===== config.mk =====
export PLATFORM = sky130hd
export DESIGN_NAME = if_id_stage
export DESIGN_NICKNAME = d
export VERILOG_FILES = /design/src/hw/if_id_pkg.sv /design/src/hw/decoded_instr_if.sv /design/src/hw/fetch_control.sv /design/src/hw/if_id_stage.sv /design/src/hw/instr_decoder.sv
export VERILOG_INCLUDE_DIRS = /design/src /design/src/hw
export SDC_FILE = /design/constraint.sdc
export NUM_CORES = 1
export LEC_CHECK = 0
export ABC_CLOCK_PERIOD_IN_PS = 3600
export BUFFER_PORTS_ARGS = -buffer_cell sky130_fd_sc_hd__buf_2
export CORE_MARGIN = 2
export CORE_UTILIZATION = 47
export DETAILED_ROUTE_END_ITERATION = 12
export PLACE_DENSITY = 0.78
export SYNTH_ARGS = -nofsm -noshare
export SYNTH_HDL_FRONTEND = slang
export SYNTH_SLANG_ARGS = --single-unit

===== constraint.sdc =====
create_clock -name clk -period 3.6 [get_ports clk]
set_clock_uncertainty 0.2 [all_clocks]
set_input_delay 0.9 -clock clk [delete_from_list [all_inputs] [get_ports clk]]
set_output_delay 0.9 -clock clk [all_outputs]
set_load 0.05 [all_outputs]

===== src/hw/if_id_cfg.svh =====
`ifndef IF_ID_CFG_SVH
`define IF_ID_CFG_SVH

// raw instruction word
`define IF_ID_INSTR_WIDTH 32

// cpu byte address
`define IF_ID_ADDR_WIDTH 32

// immediate after sign extension
`define IF_ID_DATA_WIDTH 64

// register file index
`define IF_ID_REG_INDEX_WIDTH 4

// pc step per instruction
`define IF_ID_INSTR_BYTES 4

`endif


===== src/hw/if_id_pkg.sv =====
`default_nettype none

`include "if_id_cfg.svh"

package if_id_pkg;

	typedef logic [`IF_ID_ADDR_WIDTH-1:0] cpu_addr_t;
	typedef logic [`IF_ID_INSTR_WIDTH-1:0] instr_word_t;
	typedef logic [`IF_ID_REG_INDEX_WIDTH-1:0] reg_index_t;

	// instruction class from the top two bits
	typedef enum logic [1:0]
	{
		group_alu = 2'd0,
		group_ctrl_flow = 2'd1,
		group_load = 2'd2,
		group_store = 2'd3
	} instr_group_t;

	typedef enum logic [2:0]
	{
		st_init,
		st_regular,
		st_change_pc,
		st_wait_ldst_0,
		st_wait_ldst_1
	} fetch_state_t;

	// record handed to the execute stage
	typedef struct packed
	{
		instr_group_t group;
		logic [3:0] oper;
		logic op_type;
		reg_index_t ra_index;
		reg_index_t rb_index;
		reg_index_t rc_index;
		logic [`IF_ID_DATA_WIDTH-1:0] signext_imm;
		logic nop;
	} decoded_instr_t;

	// all zero means nothing issued this cycle
	localparam decoded_instr_t instr_bubble = '0;

endpackage

`default_nettype wire


===== src/hw/decoded_instr_if.sv =====
`timescale 1ns/100ps
`default_nettype none

interface decoded_instr_if
	import if_id_pkg::*;
();

	// fields of the word currently on the cache bus
	decoded_instr_t instr;
	// control-flow word that is not a nop
	logic changes_pc;
	logic nop;

	modport source
	(
		output instr,
		output changes_pc,
		output nop
	);

	modport sink
	(
		input instr,
		input changes_pc,
		input nop
	);

endinterface

`default_nettype wire


===== src/hw/fetch_control.sv =====
`timescale 1ns/100ps
`default_nettype none

`include "if_id_cfg.svh"

module fetch_control
	import if_id_pkg::*;
(
	input logic clk,
	input logic reset,

	// decoded cache word
	decoded_instr_if.sink dec,
	input logic icache_valid,

	// execute and writeback feedback
	input logic ex_stall,
	input cpu_addr_t ex_computed_pc,
	input logic wb_stall,

	// instruction cache request
	output logic icache_req,
	output cpu_addr_t icache_addr,

	// issue register to execute
	output decoded_instr_t ex_instr,
	output cpu_addr_t ex_pc,

	// register indices for the control unit
	output reg_index_t ctrl_ra_index,
	output reg_index_t ctrl_rb_index,
	output reg_index_t ctrl_rc_index
);

	fetch_state_t state;
	fetch_state_t state_next;

	// speculative program counter
	cpu_addr_t pc;
	cpu_addr_t pc_next;
	cpu_addr_t following_pc;

	decoded_instr_t instr_next;
	cpu_addr_t issue_pc_next;
	logic word_taken;

	assign following_pc = pc + cpu_addr_t'(`IF_ID_INSTR_BYTES);

	// valid word that execute can accept now
	assign word_taken = icache_valid && !ex_stall;

	always_comb
	begin
		state_next = state;
		pc_next = pc;
		instr_next = ex_instr;
		issue_pc_next = ex_pc;
		icache_req = 1'b1;

		case (state)
		st_init:
		begin
			// first word seen, pc stays at 0
			instr_next = instr_bubble;
			if (icache_valid)
			begin
				state_next = st_regular;
			end
		end

		st_regular:
		begin
			// no further fetch until the branch target is known
			if (icache_valid && dec.changes_pc)
			begin
				icache_req = 1'b0;
			end

			if (!icache_valid)
			begin
				instr_next = instr_bubble;
			end
			else if (word_taken)
			begin
				pc_next = following_pc;
				if (dec.nop)
				begin
					instr_next = instr_bubble;
				end
				else
				begin
					instr_next = dec.instr;
					case (dec.instr.group)
					group_ctrl_flow:
					begin
						// execute computes the target relative to pc+4
						issue_pc_next = following_pc;
						state_next = st_change_pc;
					end
					group_load, group_store:
					begin
						issue_pc_next = pc;
						state_next = st_wait_ldst_0;
					end
					default:
					begin
						issue_pc_next = pc;
					end
					endcase
				end
			end
			// otherwise back-pressure holds the issue register
		end

		st_change_pc:
		begin
			pc_next = ex_computed_pc;
			instr_next = instr_bubble;
			state_next = st_regular;
		end

		st_wait_ldst_0:
		begin
			instr_next = instr_bubble;
			state_next = st_wait_ldst_1;
		end

		st_wait_ldst_1:
		begin
			instr_next = instr_bubble;
			if (!wb_stall)
			begin
				state_next = st_regular;
			end
		end

		default:
		begin
			instr_next = instr_bubble;
			state_next = st_init;
		end
		endcase
	end

	// request always targets the pc held next cycle
	assign icache_addr = pc_next;

	always_ff @(posedge clk)
	begin
		if (reset)
		begin
			state <= st_init;
			pc <= '0;
			ex_instr <= instr_bubble;
			ex_pc <= '0;
		end
		else
		begin
			state <= state_next;
			pc <= pc_next;
			ex_instr <= instr_next;
			ex_pc <= issue_pc_next;
		end
	end

	// indices only meaningful while decoding live words
	always_comb
	begin
		if (state == st_regular)
		begin
			ctrl_ra_index = dec.instr.ra_index;
			ctrl_rb_index = dec.instr.rb_index;
			ctrl_rc_index = dec.instr.rc_index;
		end
		else
		begin
			ctrl_ra_index = '0;
			ctrl_rb_index = '0;
			ctrl_rc_index = '0;
		end
	end

endmodule

`default_nettype wire


===== src/hw/if_id_stage.sv =====
`timescale 1ns/100ps
`default_nettype none

module if_id_stage
	import if_id_pkg::*;
(
	input logic clk,
	input logic reset,

	// instruction cache
	input logic icache_valid,
	input instr_word_t icache_instr,
	output logic icache_req,
	output cpu_addr_t icache_addr,

	// execute stage
	input logic ex_stall,
	input cpu_addr_t ex_computed_pc,
	output decoded_instr_t ex_instr,
	output cpu_addr_t ex_pc,

	// writeback stage
	input logic wb_stall,

	// control unit
	output reg_index_t ctrl_ra_index,
	output reg_index_t ctrl_rb_index,
	output reg_index_t ctrl_rc_index
);

	decoded_instr_if dec_bus ();

	instr_decoder decoder_i
	(
		.instr(icache_instr),
		.dec(dec_bus.source)
	);

	fetch_control control_i
	(
		.clk(clk),
		.reset(reset),
		.dec(dec_bus.sink),
		.icache_valid(icache_valid),
		.ex_stall(ex_stall),
		.ex_computed_pc(ex_computed_pc),
		.wb_stall(wb_stall),
		.icache_req(icache_req),
		.icache_addr(icache_addr),
		.ex_instr(ex_instr),
		.ex_pc(ex_pc),
		.ctrl_ra_index(ctrl_ra_index),
		.ctrl_rb_index(ctrl_rb_index),
		.ctrl_rc_index(ctrl_rc_index)
	);

endmodule

`default_nettype wire


===== src/hw/instr_decoder.sv =====
`timescale 1ns/100ps
`default_nettype none

`include "if_id_cfg.svh"

module instr_decoder
	import if_id_pkg::*;
(
	input instr_word_t instr,
	decoded_instr_if.source dec
);

	localparam int imm12_width = 12;
	localparam int imm20_width = 20;

	decoded_instr_t fields;
	logic [imm12_width-1:0] imm12;
	logic [imm20_width-1:0] imm20;
	logic is_nop;

	assign imm12 = instr[imm12_width-1:0];
	assign imm20 = instr[imm20_width-1:0];

	// bit 24 marks an explicit nop
	assign is_nop = (instr == '0) || instr[24];

	always_comb
	begin
		fields.group = instr_group_t'(instr[31:30]);
		fields.oper = instr[29:26];
		fields.op_type = instr[25];
		fields.ra_index = instr[23:20];
		fields.rb_index = instr[19:16];
		fields.rc_index = instr[15:12];
		fields.nop = is_nop;

		// branches carry the wide offset, others the short one
		if (fields.group == group_ctrl_flow)
		begin
			fields.signext_imm = {{(`IF_ID_DATA_WIDTH - imm20_width){imm20[imm20_width-1]}},
				imm20};
		end
		else
		begin
			fields.signext_imm = {{(`IF_ID_DATA_WIDTH - imm12_width){imm12[imm12_width-1]}},
				imm12};
		end
	end

	assign dec.instr = fields;
	assign dec.nop = is_nop;
	assign dec.changes_pc = (fields.group == group_ctrl_flow) && !is_nop;

endmodule

`default_nettype wire


* Word level (Yosys, flattened, before mapping)
Index checks and enable logic that the tools add are counted.
** Cells by class
- Add/sub/neg operators :: 1
- Eq/ne operators :: 13
- Mux-type cells :: 18
- Bitwise logic cells :: 3
- Reduce and logical (&&, ||, !) cells :: 12
** Operators with widths (count)
- 2-to-1 mux 32 bit :: 3
- 2-to-1 mux 84 bit :: 1
- 2-to-1 mux 64 bit :: 1
- case mux 32 bit (2 select lines) :: 1
- adder 32 x 3 -> 32 bit (second input constant) :: 1
- logical NOT 32 bit :: 1
- 2-to-1 mux 3 bit :: 5
- case mux 3 bit (5 select lines) :: 1
- 2-to-1 mux 4 bit :: 3
- != test 2 bit (second input constant) :: 4
- equality test 3 x 2 -> 1 bit (second input constant) :: 2
- case mux 3 bit (2 select lines) :: 1
- AND reduction 6 bit :: 1
- equality test 2 bit (second input constant) :: 2
- AND reduction 4 bit :: 1
- equality test 3 x 1 -> 1 bit (second input constant) :: 1
- equality test 3 bit (second input constant) :: 1
- logical AND 1 bit :: 3
- logical NOT 3 bit :: 1
- != test 3 bit (second input constant) :: 1
- NOT 1 bit :: 3
- OR reduction 3 bit :: 1
- equality test 2 x 1 -> 1 bit (second input constant) :: 1
- logical NOT 1 bit :: 2
- 4 further kinds :: 5
** Storage, ports and cells
- Flip-flop bits (word level) :: 151
- Input bits :: 69
- Output and inout bits :: 161
- Word-level logic and storage cells :: 58

* Longest topological paths before layout
- Depth after elaboration :: 7
- Depth in mapped cells :: 8
- Gate-level depth less buffers :: 6

* By module
Synthesis repeated with hierarchy kept, for this count alone.
** Second synthesis, totals
- Cells, all modules :: 981
- Area, all modules :: 7961.4 um^2
** Modules (own cells, without submodules)
- fetch_control :: times used 1, cells an instance 881, area an instance 7204.4 um^2, sequential area each 3022.9 um^2
- instr_decoder :: times used 1, cells an instance 100, area an instance 757.0 um^2, sequential area each 0.0 um^2

* Least setup slack after synthesis
Ideal clock, no wire load.
- Path kind :: input port to output port
- From :: input icache_valid
- To :: output icache_addr[14]
- Arrival time :: 3.508 ns
- Data required time :: 2.500 ns
- Path slack :: -1.008 ns
- Stages on the path :: 4
- Buffers on the path :: 1
- Cell sequence :: nor2b_1 -> nand2_1 -> clkbuf_1 -> o311ai_0
** Between the ends
- Cells in the longest elaborated chain, start to end :: 4
** RTL lines
- from (decl) :: line if_id_stage.sv:11 : input logic icache_valid,
- logical AND 1 bit :: line fetch_control.sv:50 : assign word_taken = icache_valid && !ex_stall;
- 2-to-1 mux 32 bit :: line fetch_control.sv:83 : else if (word_taken)
- 2-to-1 mux 32 bit * :: line fetch_control.sv:79 : if (!icache_valid)
- case mux 32 bit (2 select lines) * :: line fetch_control.sv:60 : case (state)
- to (decl) :: line if_id_stage.sv:14 : output cpu_addr_t icache_addr,
Every way passes the cells marked *; elsewhere a longest branch is shown, timed or not.

* Final worst setup path
- From :: register control_i.pc[13]
- To :: output icache_addr[21]
** Between the ends
- Cells in the longest elaborated chain, start to end :: 4
** RTL lines
- from (decl) :: line fetch_control.sv:39 : cpu_addr_t pc;
- from (signal assigned) :: line fetch_control.sv:160 : pc <= pc_next;
- adder 32 x 3 -> 32 bit :: line fetch_control.sv:47 : assign following_pc = pc + cpu_addr_t'(`IF_ID_INSTR_BYTES);
- 2-to-1 mux 32 bit :: line fetch_control.sv:83
- 2-to-1 mux 32 bit :: line fetch_control.sv:79
- case mux 32 bit (2 select lines) :: line fetch_control.sv:60
Every way passes these cells.

==> results_dict.tcl <==
set metrics [dict create \
    via_per_inst 5.54 \
    peakVddDrop_mv 0.313 \
    syn_inst 725 \
    worstReg2RegStart "control_i.pc[6]" \
    drive_gt1_share_pct 34.5 \
    ys.flop_type "dfxtp_1" \
    die_w_um 115 \
    crit_type "flop to primary output" \
    cts_buffers 9 \
    cts_sinks 106 \
    wirelength_um 17500 \
    start_util_pct 48.2 \
    core_area_um2 12000 \
    drcViolationCount 0 \
    cts_max_level 3 \
    utilization_pct 60.1 \
    grt_pass1_vias 5282 \
    cap_violations 0 \
    yosys-top-cells-area "dfxtp_1 37%, nor2_1 6.2%, buf_4 5.8%" \
    cp-start-kind "flop" \
    startpoint "control_i.pc[13]" \
    synth_seq_cells 106 \
    rows 40 \
    wl_per_cell_um 16.7 \
    arrival_ns 2.42 \
    path_cells "nand4_1 > nor4_4 > nand2_1 > o31a_1 > o21ai_2 > clkbuf_4" \
    required_ns 2.50 \
    cp_max_fo 6 \
    clock-root-buffer "clkbuf_16" \
    drv_slew 0 \
    areaGrowthSynthToFinish_pct 24.9 \
    max_freq_mhz 284 \
    finalNetCount 966 \
    p_leak_nw 3.16 \
    gp_congestion 0.965 \
    die_area_um2 13200 \
    power_density_nw_per_um2 386 \
    ys_async_sr_fraction_pct 0 \
    cts.path.max_buffers 2 \
    syn-num-nets 795 \
    post_synth_num_cell_types 57 \
    grt_pass1_wl_um 27100 \
    yosysMostFrequentCell "dfxtp_1" \
    cts.clk_slew.worst_paths_ns 0.07 \
    ys_warn_count 0 \
    firstDrtPassIters 5 \
    timing.final.crit_share_pct 97.7 \
    synth_top_cell_area_share_pct 36.7 \
    cts_tree "yes" \
    cp-end-kind "primary output" \
    antenna-diode-count 0 \
    grt_overflow_total 0 \
    hpwl_um 12700 \
    yosysSeqAreaShare_pct 36.7 \
    clkLatencyLatePin_ns 0.36 \
    io_pins 230 \
    synth_edf_count 0 \
    synthesis.area_um2 5790 \
    yosysTopAreaCell "dfxtp_1" \
    cp_slowest_cell "dfxtp_1" \
    hp-start "control_i.ex_instr[19]" \
    hp-class "flop to flop" \
    ys_top_cells_by_count "106 x dfxtp_1, 96 x nor2_1, 70 x nand2_1, 45 x buf_4, 40 x clkbuf_1" \
    vias 5802 \
    drtAntennaViolNets 0 \
    critical-path-max-stage-delay_ns 0.43 \
    setup_violations 0 \
    drt_iter0_markers 414 \
    post-route-min-period_ns 3.52 \
    n_fill_cell 1096 \
    hold-worst-slack_ns 0.246 \
    rsz0062_at_grt "true" \
    hold_viol_final 0 \
    syn_area_per_cell_um2 7.98 \
    track_usage_pct 26.2 \
    status "finished clean" \
    grt_max_degree 63 \
    antenna_found_initial 0 \
    worst_pin_slew_ns 0.972 \
    port-buffer-count 228 \
    max-slew-margin-rel_pct 35.1 \
    fp.dieH_um 115 \
]
-- report_power, final --
| group | switching (mW) | internal, mW |
|---|---|---|
| combinational | 0.382 | 0.161 |
| sequential | 0.0333 | 1.20 |
| clock | 0.448 | 0.559 |
-- layout by cell type, fill, tap and decap left out, drive strengths merged, types with 16 or more instances in the layout --
cell,count
buf,257
a22oi,39
a21oi,28
and2,16
nor3,18
clkbuf,16
a211oi,32
xnor2,17
nor2,96
nand3,31
nand2,70
dfxtp,106
o21ai,17
-- per-layer routing --
metal / global-route usage (%) / wire length, µm
met1: 32.3 / 7190
met2: 43.1 / 8470
met3: 7.59 / 1290
met4: 10.9 / 533
met5: 0 / 0
-- cell type report --
class	count	area (µm²)	share of cell area [%]
clock buffer	12	246	3.41
clock inverter	4	51.3	0.710
tap	147	184	2.55
timing repair buffer	261	1440	19.9
multi-input combinational	513	3160	43.7
sequential	106	2130	29.5
inverter	5	18.8	0.260
-- cells by family (layout without fill, tap and decap cells) --
family	count (synthesis)	count (layout)	share of synthesized area [%]
other	1	1	0.0648
DFF	106	106	36.7
muxes	6	6	1.04
AOI/OAI and AO/OA	163	163	19.8
and+or+nand+nor	311	311	27.4
xor gates and xnor gates	31	31	4.69
adders and majority gates	1	1	0.216
buffers and inverters	106	282	10.1
-- per-stage QoR --
stage	TNS [ns]	area (µm²)	setup slack [ns]	cells	total power [mW]
finish	0	7220	0.0812	1048	2.79
global route	-0.0274	7220	-0.0168	1048	2.90
CTS	0	7140	0.0291	1045	2.80
detailed placement	0	6820	0.0949	1028	1.80
global placement	0	6820	0.109	1028	1.79
floorplan	-0.832	5800	-0.396	725	1.62
-- worst paths after layout --
kind | depth (start not counted) | endpoint | slack [ns]
setup / recovery | 6 | icache_addr[21] | 0.08
hold reg to reg | 2 | control_i.ex_instr[19] | 0.25
setup reg to reg | 6 | control_i.ex_pc[22] | 1.20
hold / removal | 2 | control_i.ex_instr[19] | 0.25
-- state kept, by name, summed over array words and instances (netlist names) --
name,cells
control_i.state,3
control_i.pc,32
control_i.ex_instr,39
control_i.ex_pc,32
-- critical path: cells and delay by family, from the launching register on --
family	cells	cell delay [ns]
compound gates	2	0.50
flops	1	0.43
buf+inv	1	0.26
simple gates	3	0.88
-- what timing repair did --
item,4_1_cts,5_1_grt
pin swaps,2,3
setup endpoints to repair,9,17
gates resized for setup,10,17
hold buffers,0,0
endpoints found under the hold margin,0,0
buffers inserted,1,3
(Power assumes the default switching activity.)
